### config.mk
export PLATFORM = sky130hd
export DESIGN_NAME = qla_top
export DESIGN_NICKNAME = d
export VERILOG_FILES = /design/src/hw/qla_pkg.sv /design/src/hw/reg_bus_arbiter.sv /design/src/hw/axis_regs.sv /design/src/hw/hub_reg_ram.sv /design/src/hw/overcurrent_timer.sv /design/src/hw/safety_fsm.sv /design/src/hw/board_regs.sv /design/src/hw/qla_top.sv
export SDC_FILE = /design/constraint.sdc
export NUM_CORES = 1
export LEC_CHECK = 0
export BUFFER_PORTS_ARGS = -buffer_cell sky130_fd_sc_hd__buf_2
export CORE_MARGIN = 4
export CORE_UTILIZATION = 55
export CTS_CLUSTER_SIZE = 25
export DETAILED_ROUTE_END_ITERATION = 6
export PLACE_DENSITY_LB_ADDON = 0.3
export SYNTH_ARGS = -nofsm -noshare
export SYNTH_HDL_FRONTEND = slang
export SYNTH_HIERARCHICAL = 1
export SYNTH_SLANG_ARGS = --single-unit
export TNS_END_PERCENT = 100
### constraint.sdc
create_clock -name sysclk -period 5.7 [get_ports sysclk]
set_input_delay 0.57 -clock sysclk [delete_from_list [all_inputs] [get_ports sysclk]]
set_output_delay 0.57 -clock sysclk [all_outputs]
set_load 0.05 [all_outputs]
### src/hw/qla_pkg.sv
`default_nettype none

package qla_pkg;

    // ----------------------------------------------------------
    // bus and board sizes
    // ----------------------------------------------------------
    localparam int ADDR_W     = 16;     // register address
    localparam int DATA_W     = 32;     // register data
    localparam int CUR_W      = 16;     // one current command or feedback
    localparam int NUM_AXES   = 4;
    localparam int BOARD_ID_W = 4;      // rotary switch

    // address spaces, top nibble of the address
    localparam logic [3:0] SPACE_MAIN = 4'd0;   // board + axis regs
    localparam logic [3:0] SPACE_HUB  = 4'd1;

    // per-channel offsets, low nibble
    localparam logic [3:0] OFF_ADC_DATA = 4'd0;  // feedback readback
    localparam logic [3:0] OFF_DAC_CTRL = 4'd1;  // current command
    localparam logic [3:0] OFF_STATUS   = 4'd0;  // chan 0 only

    localparam int HUB_WORDS = 16;

    // ----------------------------------------------------------
    // safety check
    // ----------------------------------------------------------
    localparam int TRIP_COUNT = 8;      // consecutive overcurrent cycles
    localparam int TRIP_CNT_W = 4;

    localparam logic [1:0] ST_ARMED   = 2'd0;
    localparam logic [1:0] ST_TIMING  = 2'd1;
    localparam logic [1:0] ST_TRIPPED = 2'd2;

    // status word layout
    localparam int STAT_AMP_EN_LSB = 0;
    localparam int STAT_TRIP_LSB   = 8;
    localparam int STAT_ID_LSB     = 24;
    localparam int STAT_CLEAR_BIT  = 31;    // write only, reads zero

    // same 16 bits seen as chan/offset or as hub word index
    typedef union packed {
        struct packed {
            logic [3:0] space;
            logic [3:0] unused;
            logic [3:0] chan;       // 0 = board, 1..4 = axes
            logic [3:0] offset;
        } main;
        struct packed {
            logic [3:0]  space;
            logic [11:0] word;
        } hub;
    } reg_addr_t;

endpackage

`default_nettype wire

### src/hw/reg_bus_arbiter.sv
`timescale 1ns/1ns
`default_nettype none

module reg_bus_arbiter
    import qla_pkg::*;
(
    input  wire logic              sysclk,
    input  wire logic              rst,
    // firewire host
    input  wire logic              fw_reg_wen,
    input  wire reg_addr_t         fw_reg_waddr,
    input  wire logic [DATA_W-1:0] fw_reg_wdata,
    input  wire reg_addr_t         fw_reg_raddr,
    // ethernet host
    input  wire logic              eth_reg_wen,
    input  wire reg_addr_t         eth_reg_waddr,
    input  wire logic [DATA_W-1:0] eth_reg_wdata,
    input  wire reg_addr_t         eth_reg_raddr,
    input  wire logic              eth_read_en,
    // target read words
    input  wire logic [DATA_W-1:0] rdata_axis,
    input  wire logic [DATA_W-1:0] rdata_hub,
    input  wire logic [DATA_W-1:0] rdata_board,
    // internal bus
    output logic                   reg_wen,
    output reg_addr_t              reg_waddr,
    output logic [DATA_W-1:0]      reg_wdata,
    output reg_addr_t              reg_raddr,
    output logic [DATA_W-1:0]      reg_rdata
);

    logic [DATA_W-1:0] rdata_sel;   // next read word

    // ----------------------------------------------------------
    // write stage
    // ----------------------------------------------------------
    always_ff @(posedge sysclk) begin
        if (rst) begin
            reg_wen <= 1'b0;
        end else begin
            reg_wen <= fw_reg_wen | eth_reg_wen;    // one-cycle strobe
        end
    end

    // ethernet wins a collision, fw write is lost
    always_ff @(posedge sysclk) begin
        if (eth_reg_wen) begin
            reg_waddr <= eth_reg_waddr;
            reg_wdata <= eth_reg_wdata;
        end else begin
            reg_waddr <= fw_reg_waddr;
            reg_wdata <= fw_reg_wdata;
        end
    end

    // ----------------------------------------------------------
    // read path
    // ----------------------------------------------------------
    assign reg_raddr = eth_read_en ? eth_reg_raddr : fw_reg_raddr;   // no stage here

    always_comb begin
        rdata_sel = '0;                             // unmapped spaces read 0
        if (reg_raddr.main.space == SPACE_HUB) begin
            rdata_sel = rdata_hub;
        end else if (reg_raddr.main.space == SPACE_MAIN) begin
            if (reg_raddr.main.chan == 4'd0)
                rdata_sel = rdata_board;            // chan 0 board regs
            else
                rdata_sel = rdata_axis;
        end
    end

    // one cycle read latency
    always_ff @(posedge sysclk) begin
        if (rst) begin
            reg_rdata <= '0;
        end else begin
            reg_rdata <= rdata_sel;
        end
    end

endmodule

`default_nettype wire

### src/hw/axis_regs.sv
`timescale 1ns/1ns
`default_nettype none

module axis_regs
    import qla_pkg::*;
(
    input  wire logic                           sysclk,
    input  wire logic                           rst,
    input  wire logic                           reg_wen,
    input  wire reg_addr_t                      reg_waddr,
    input  wire logic [DATA_W-1:0]              reg_wdata,
    input  wire reg_addr_t                      reg_raddr,
    input  wire logic [NUM_AXES-1:0][CUR_W-1:0] cur_fb,     // live feedback
    output logic [NUM_AXES-1:0][CUR_W-1:0]      cur_cmd,    // to the DACs
    output logic [DATA_W-1:0]                   rdata_axis
);

    logic cmd_wr;   // write hits a command offset

    assign cmd_wr = reg_wen && (reg_waddr.main.space == SPACE_MAIN)
                    && (reg_waddr.main.offset == OFF_DAC_CTRL);

    // command regs, chan n drives axis n-1
    always_ff @(posedge sysclk) begin
        if (rst) begin
            cur_cmd <= '0;
        end else if (cmd_wr) begin
            for (int a = 0; a < NUM_AXES; a++) begin
                if (reg_waddr.main.chan == 4'(a + 1))
                    cur_cmd[a] <= reg_wdata[CUR_W-1:0];
            end
        end
    end

    // readback, zero unless chan 1..4 of main space
    always_comb begin
        rdata_axis = '0;
        if (reg_raddr.main.space == SPACE_MAIN) begin
            for (int a = 0; a < NUM_AXES; a++) begin
                if (reg_raddr.main.chan == 4'(a + 1)) begin
                    if (reg_raddr.main.offset == OFF_DAC_CTRL)
                        rdata_axis[CUR_W-1:0] = cur_cmd[a];
                    else if (reg_raddr.main.offset == OFF_ADC_DATA)
                        rdata_axis[CUR_W-1:0] = cur_fb[a];  // not latched
                end
            end
        end
    end

endmodule

`default_nettype wire

### src/hw/hub_reg_ram.sv
`timescale 1ns/1ns
`default_nettype none

module hub_reg_ram
    import qla_pkg::*;
(
    input  wire logic              sysclk,
    input  wire logic              rst,
    input  wire logic              reg_wen,
    input  wire reg_addr_t         reg_waddr,
    input  wire logic [DATA_W-1:0] reg_wdata,
    input  wire reg_addr_t         reg_raddr,
    output logic [DATA_W-1:0]      rdata_hub
);

    logic [DATA_W-1:0] hub_mem [HUB_WORDS];

    // only low bits of word index decoded, upper ones alias
    always_ff @(posedge sysclk) begin
        if (rst) begin
            for (int i = 0; i < HUB_WORDS; i++)
                hub_mem[i] <= '0;
        end else if (reg_wen && (reg_waddr.hub.space == SPACE_HUB)) begin
            hub_mem[reg_waddr.hub.word[$clog2(HUB_WORDS)-1:0]] <= reg_wdata;
        end
    end

    assign rdata_hub = (reg_raddr.hub.space == SPACE_HUB)
                       ? hub_mem[reg_raddr.hub.word[$clog2(HUB_WORDS)-1:0]]
                       : '0;

endmodule

`default_nettype wire

### src/hw/overcurrent_timer.sv
`timescale 1ns/1ns
`default_nettype none

module overcurrent_timer
    import qla_pkg::*;
(
    input  wire logic sysclk,
    input  wire logic rst,
    input  wire logic run,          // overcurrent seen this cycle
    output logic      expired       // held TRIP_COUNT cycles
);

    logic [TRIP_CNT_W-1:0] count;

    assign expired = (count == TRIP_CNT_W'(TRIP_COUNT));

    // any gap in run restarts the count
    always_ff @(posedge sysclk) begin
        if (rst) begin
            count <= '0;
        end else if (!run) begin
            count <= '0;
        end else if (!expired) begin
            count <= count + 1'b1;  // sticks at TRIP_COUNT
        end
    end

endmodule

`default_nettype wire

### src/hw/safety_fsm.sv
`timescale 1ns/1ns
`default_nettype none

module safety_fsm
    import qla_pkg::*;
(
    input  wire logic             sysclk,
    input  wire logic             rst,
    input  wire logic [CUR_W-1:0] cur_fb_axis,
    input  wire logic [CUR_W-1:0] cur_cmd_axis,
    input  wire logic             safety_clear,  // one-cycle pulse
    output logic                  tripped
);

    logic [1:0] state;
    logic       over;       // fb above 2x cmd
    logic       run;
    logic       expired;

    // unsigned compare, doubled cmd needs the extra bit
    assign over = {1'b0, cur_fb_axis} > {cur_cmd_axis, 1'b0};

    assign run     = (state == ST_TIMING) && over;
    assign tripped = (state == ST_TRIPPED);

    overcurrent_timer trip_timer (
        .sysclk  (sysclk),
        .rst     (rst),
        .run     (run),
        .expired (expired)
    );

    // ----------------------------------------------------------
    // trip state machine
    // ----------------------------------------------------------
    always_ff @(posedge sysclk) begin
        if (rst) begin
            state <= ST_ARMED;
        end else begin
            case (state)
                ST_ARMED: begin
                    if (over)
                        state <= ST_TIMING;
                end
                ST_TIMING: begin
                    if (!over)
                        state <= ST_ARMED;      // dropped below in time
                    else if (expired)
                        state <= ST_TRIPPED;
                end
                ST_TRIPPED: begin
                    if (safety_clear)
                        state <= ST_ARMED;      // latched until host clears
                end
                default: state <= ST_ARMED;
            endcase
        end
    end

endmodule

`default_nettype wire

### src/hw/board_regs.sv
`timescale 1ns/1ns
`default_nettype none

module board_regs
    import qla_pkg::*;
(
    input  wire logic                  sysclk,
    input  wire logic                  rst,
    input  wire logic                  reg_wen,
    input  wire reg_addr_t             reg_waddr,
    input  wire logic [DATA_W-1:0]     reg_wdata,
    input  wire reg_addr_t             reg_raddr,
    input  wire logic [BOARD_ID_W-1:0] board_id,     // rotary switch
    input  wire logic [NUM_AXES-1:0]   tripped,      // from safety check
    output logic                       safety_clear,
    output logic [NUM_AXES-1:0]        amp_disable,
    output logic [DATA_W-1:0]          rdata_board
);

    logic [NUM_AXES-1:0] amp_en;
    logic                stat_wr;
    logic                stat_rd;

    // chan 0, status offset
    assign stat_wr = reg_wen && (reg_waddr.main.space == SPACE_MAIN)
                     && (reg_waddr.main.chan == 4'd0)
                     && (reg_waddr.main.offset == OFF_STATUS);
    assign stat_rd = (reg_raddr.main.space == SPACE_MAIN)
                     && (reg_raddr.main.chan == 4'd0)
                     && (reg_raddr.main.offset == OFF_STATUS);

    always_ff @(posedge sysclk) begin
        if (rst) begin
            amp_en       <= '0;
            safety_clear <= 1'b0;
        end else begin
            safety_clear <= stat_wr && reg_wdata[STAT_CLEAR_BIT];   // pulse
            if (stat_wr)
                amp_en <= reg_wdata[STAT_AMP_EN_LSB +: NUM_AXES];
        end
    end

    // off unless enabled and not tripped
    assign amp_disable = ~amp_en | tripped;

    always_comb begin
        rdata_board = '0;
        if (stat_rd) begin
            rdata_board[STAT_AMP_EN_LSB +: NUM_AXES] = amp_en;
            rdata_board[STAT_TRIP_LSB +: NUM_AXES]   = tripped;
            rdata_board[STAT_ID_LSB +: BOARD_ID_W]   = board_id;
        end
    end

endmodule

`default_nettype wire

### src/hw/qla_top.sv
`timescale 1ns/1ns
`default_nettype none

module qla_top
    import qla_pkg::*;
(
    input  wire logic                           sysclk,
    input  wire logic                           rst,
    // firewire host port
    input  wire logic                           fw_reg_wen,
    input  wire logic [ADDR_W-1:0]              fw_reg_waddr,
    input  wire logic [DATA_W-1:0]              fw_reg_wdata,
    input  wire logic [ADDR_W-1:0]              fw_reg_raddr,
    // ethernet host port
    input  wire logic                           eth_reg_wen,
    input  wire logic [ADDR_W-1:0]              eth_reg_waddr,
    input  wire logic [DATA_W-1:0]              eth_reg_wdata,
    input  wire logic [ADDR_W-1:0]              eth_reg_raddr,
    input  wire logic                           eth_read_en,
    // board side
    input  wire logic [BOARD_ID_W-1:0]          board_id,
    input  wire logic [NUM_AXES-1:0][CUR_W-1:0] cur_fb,
    output logic [DATA_W-1:0]                   reg_rdata,
    output logic [NUM_AXES-1:0][CUR_W-1:0]      cur_cmd,
    output logic [NUM_AXES-1:0]                 amp_disable
);

    // ----------------------------------------------------------
    // internal register bus
    // ----------------------------------------------------------
    logic                reg_wen;
    logic [ADDR_W-1:0]   reg_waddr;
    logic [DATA_W-1:0]   reg_wdata;
    logic [ADDR_W-1:0]   reg_raddr;
    logic [DATA_W-1:0]   rdata_axis;
    logic [DATA_W-1:0]   rdata_hub;
    logic [DATA_W-1:0]   rdata_board;
    logic                safety_clear;   // board regs to all axes
    logic [NUM_AXES-1:0] tripped;

    reg_bus_arbiter reg_bus_arbiter_inst (
        .sysclk        (sysclk),
        .rst           (rst),
        .fw_reg_wen    (fw_reg_wen),
        .fw_reg_waddr  (fw_reg_waddr),
        .fw_reg_wdata  (fw_reg_wdata),
        .fw_reg_raddr  (fw_reg_raddr),
        .eth_reg_wen   (eth_reg_wen),
        .eth_reg_waddr (eth_reg_waddr),
        .eth_reg_wdata (eth_reg_wdata),
        .eth_reg_raddr (eth_reg_raddr),
        .eth_read_en   (eth_read_en),
        .rdata_axis    (rdata_axis),
        .rdata_hub     (rdata_hub),
        .rdata_board   (rdata_board),
        .reg_wen       (reg_wen),
        .reg_waddr     (reg_waddr),
        .reg_wdata     (reg_wdata),
        .reg_raddr     (reg_raddr),
        .reg_rdata     (reg_rdata)
    );

    axis_regs axis_regs_inst (
        .sysclk     (sysclk),
        .rst        (rst),
        .reg_wen    (reg_wen),
        .reg_waddr  (reg_waddr),
        .reg_wdata  (reg_wdata),
        .reg_raddr  (reg_raddr),
        .cur_fb     (cur_fb),
        .cur_cmd    (cur_cmd),
        .rdata_axis (rdata_axis)
    );

    hub_reg_ram hub_reg_ram_inst (
        .sysclk    (sysclk),
        .rst       (rst),
        .reg_wen   (reg_wen),
        .reg_waddr (reg_waddr),
        .reg_wdata (reg_wdata),
        .reg_raddr (reg_raddr),
        .rdata_hub (rdata_hub)
    );

    board_regs board_regs_inst (
        .sysclk       (sysclk),
        .rst          (rst),
        .reg_wen      (reg_wen),
        .reg_waddr    (reg_waddr),
        .reg_wdata    (reg_wdata),
        .reg_raddr    (reg_raddr),
        .board_id     (board_id),
        .tripped      (tripped),
        .safety_clear (safety_clear),
        .amp_disable  (amp_disable),
        .rdata_board  (rdata_board)
    );

    // one safety check per axis, fb vs 2x cmd
    for (genvar g = 0; g < NUM_AXES; g++) begin : g_safety
        safety_fsm safety_fsm_inst (
            .sysclk       (sysclk),
            .rst          (rst),
            .cur_fb_axis  (cur_fb[g]),
            .cur_cmd_axis (cur_cmd[g]),
            .safety_clear (safety_clear),
            .tripped      (tripped[g])
        );
    end

endmodule

`default_nettype wire

==> results by group <==
GRT
  • Total Routing Usage GR: 0.3171
  • Initial antenna violation count: 4
  • First-pass GRT wire length: 149900 um
  • Largest net degree at the start of global routing: 75
  • Vias in the first global route: 23230
  • Global route total overflow: 0

Clocking
  • PostCTS Resize Cnt: 0
  • # H-tree levels: 3
  • Clock tree from TritonCTS: done
  • # clock sinks: between 600 and 700
  • Worst-skew pair later-pin latency: roughly 0.63 ns
  • Max Root-Sink Buffers: 3
  • Root Buffer: clkbuf_16
  • Post-CTS Hold Buffers: 0
  • Clock buffers created by TritonCTS: 74
  • Clk pin slew, worst setup/hold paths: 0.06 ns
  • Post-CTS setup buffer count: 0

STA
  • Fmax: a little under 300 MHz
  • Final setup fails: 0
  • Min cycle time layout: around 3.5 ns
  • Clk_skew: ~0.028 ns
  • Max-slew violations: 0
  • Endpoints failing hold: 0
  • Worst-Margin Slew: around 1.2 ns
  • Final TNS setup: 0 ns
  • WHS: between 0.15 and 0.2 ns
  • Fin crit share: 0.6068
  • Max_slew headroom: 0.1889
  • RSZ-0062 raised after global routing: no

Route
  • DRT Pass-1 Iters: 5
  • Vias per inst: slightly above 6
  • DR vias: roughly 23000
  • Initial DRC Count: approximately 2400
  • Average wire per standard cell: between 20 and 30 um
  • ANT nets after route: 0
  • Drt drc: 0
  • WL final: 102600 um

Final layout
  • Layout cells sized above 1: 0.2262
  • Fillers: 4579
  • Area Growth Syn to Fin: 12.54%
  • Fin area: ~37000 sq um
  • Final Net Count: about 3100
  • Layout Cells excl Fill: approximately 3700

Worst hold path
  • Hold Crit Class: in2reg

Power and ir drop
  • Static Leak: around 15 nW
  • Clock power share: 0.425
  • PD cells: roughly 300 nW/um^2
  • Part of the power in combinational logic: 0.074
  • Seq pwr share: 0.501
  • Switch share: 0.2354
  • Int Power: 0.008519 W
  • Sw Pwr: 0.002623 W
  • Max VDD drop: approximately 0.24 mV

Floorplanning
  • Die ar.: roughly 65000 sq um
  • Initial Util: 0.5598
  • Core area: slightly below 60000 sq um
  • Core Rows: 89
  • I/O Pins: approximately 300
  • Chip Height: approximately 250 um
  • Die W: approximately 250 um

Critical path
  • CP Launch Type: register
  • Arr. time, crit path: roughly 3.8 ns
  • Endpoint type of the worst setup path: register
  • CP required: approximately 6.0 ns
  • Kind of critical path: reg2reg
  • Largest fanout on the critical path: 22

Job
  • Max-cap violations: 0

Placement
  • GP Congestion: 0.9442
  • Post-DP Area: 35070 sq um
  • Dpl cells: 3515
  • Hpwl dp: approximately 65000 um
  • Port Buf Inserts: ~280

Run status
  • Status: complete, no violations

Logic synthesis
  • Post-synthesis area per instance: approximately 13 sq um
  • Synthesized instance count: approximately 2600
  • Synth Warn #: 6
  • Cell Area, Synth: 33290 sq um
==> state kept, by name (all words and copies together), names as in the netlist <==
signal                                     cells
reg_bus_arbiter_inst/reg_waddr                12
g_safety.safety_fsm_inst/state                 8
reg_bus_arbiter_inst/reg_wdata                32
hub_reg_ram_inst/hub_mem                     512
g_safety.safety_fsm_inst/trip_timer/count     16
reg_bus_arbiter_inst/reg_rdata                32
axis_regs_inst/cur_cmd                        64
board_regs_inst/amp_en                         4
reg_bus_arbiter_inst/reg_wen                   1
board_regs_inst/safety_clear                   1
==> stage by stage <==
step | power (W) | worst slack, ns | util
floorplan | 0.006162 | 2.815 | -
global placement | 0.006470 | 1.872 | 0.5897
detailed placement | 0.006494 | 1.861 | 0.5897
CTS | 0.01119 | 2.268 | 0.6299
global route | 0.01146 | 2.115 | 0.6300
finish | 0.01114 | 2.241 | 0.6300
==> power by group through the flow <==
stage	Clock, W	Sequential [W]	Combinational (W)
2_1_floorplan	0	0.00561	0.000557
3_3_place_gp	0	0.00567	0.000800
3_5_place_dp	0	0.00568	0.000810
4_1_cts	0.00480	0.00558	0.000814
5_1_grt	0.00499	0.00560	0.000871
6_report	0.00474	0.00558	0.000825
==> final timing paths <==
kind | startpoint | endpoint | slack, ns | cells after the start
max | reg_bus_arbiter_inst/reg_waddr[13] | hub_reg_ram_inst/hub_mem[6][13] | 2.24 | 5
min | fw_reg_waddr[3] | reg_bus_arbiter_inst/reg_waddr[3] | 0.17 | 2
max reg2reg | reg_bus_arbiter_inst/reg_waddr[13] | hub_reg_ram_inst/hub_mem[6][13] | 2.24 | 5
min reg2reg | board_regs_inst/amp_en[2] | board_regs_inst/amp_en[2] | 0.50 | 2
==> cells in the final DEF, fill, tap and decap left out, types with 7 or more instances in the layout <==
cell type and count:
nand2_1 131, clkinv_1 9, nand3b_1 16, clkbuf_16 77, dfxtp_1 170, o21ai_1 30, nand2b_1 14, buf_4 45
or4_4 7, mux2i_1 191, nor3_1 7, buf_2 283, o21ai_0 34, a21oi_1 22, o211ai_1 80, edfxtp_1 512
inv_1 69, conb_1 36, nor2_1 84, clkinv_2 8, or3b_1 9, ha_1 68, nor2_2 13, nand3_1 41
and2_1 524, clkbuf_1 25, mux4_2 97, nand4_1 13, a21o_1 12, a22oi_1 62, nor2b_1 9, or2_2 16
mux2_2 53
==> area by class of cell <==
cell class	count	area [sq um]	area share
inverter	69	259.0	0.006914
timing repair buffer	330	1794	0.04789
antenna	2	5.005	0.0001336
clock inverter	29	301.5	0.008049
multi-input combinational	1661	13270	0.3542
tap	773	967.2	0.02582
sequential	682	18780	0.5013
clock buffer	107	2090	0.05578
==> worst max-delay path, cell delays in order (launching register included) <==
cell and delay (ns):
dfxtp_1 0.34, nor4b_4 0.36, nand4b_1 0.32, nor2_2 0.82
or2_2 0.85, buf_4 0.42
==> metal layers <==
layer  track usage  wire length, um
met1        0.4272            39050
met5             0                0
met3       0.07481            11710
met4        0.1031             3411
met2        0.5143            48460
Power figures use the tool's default switching activity.
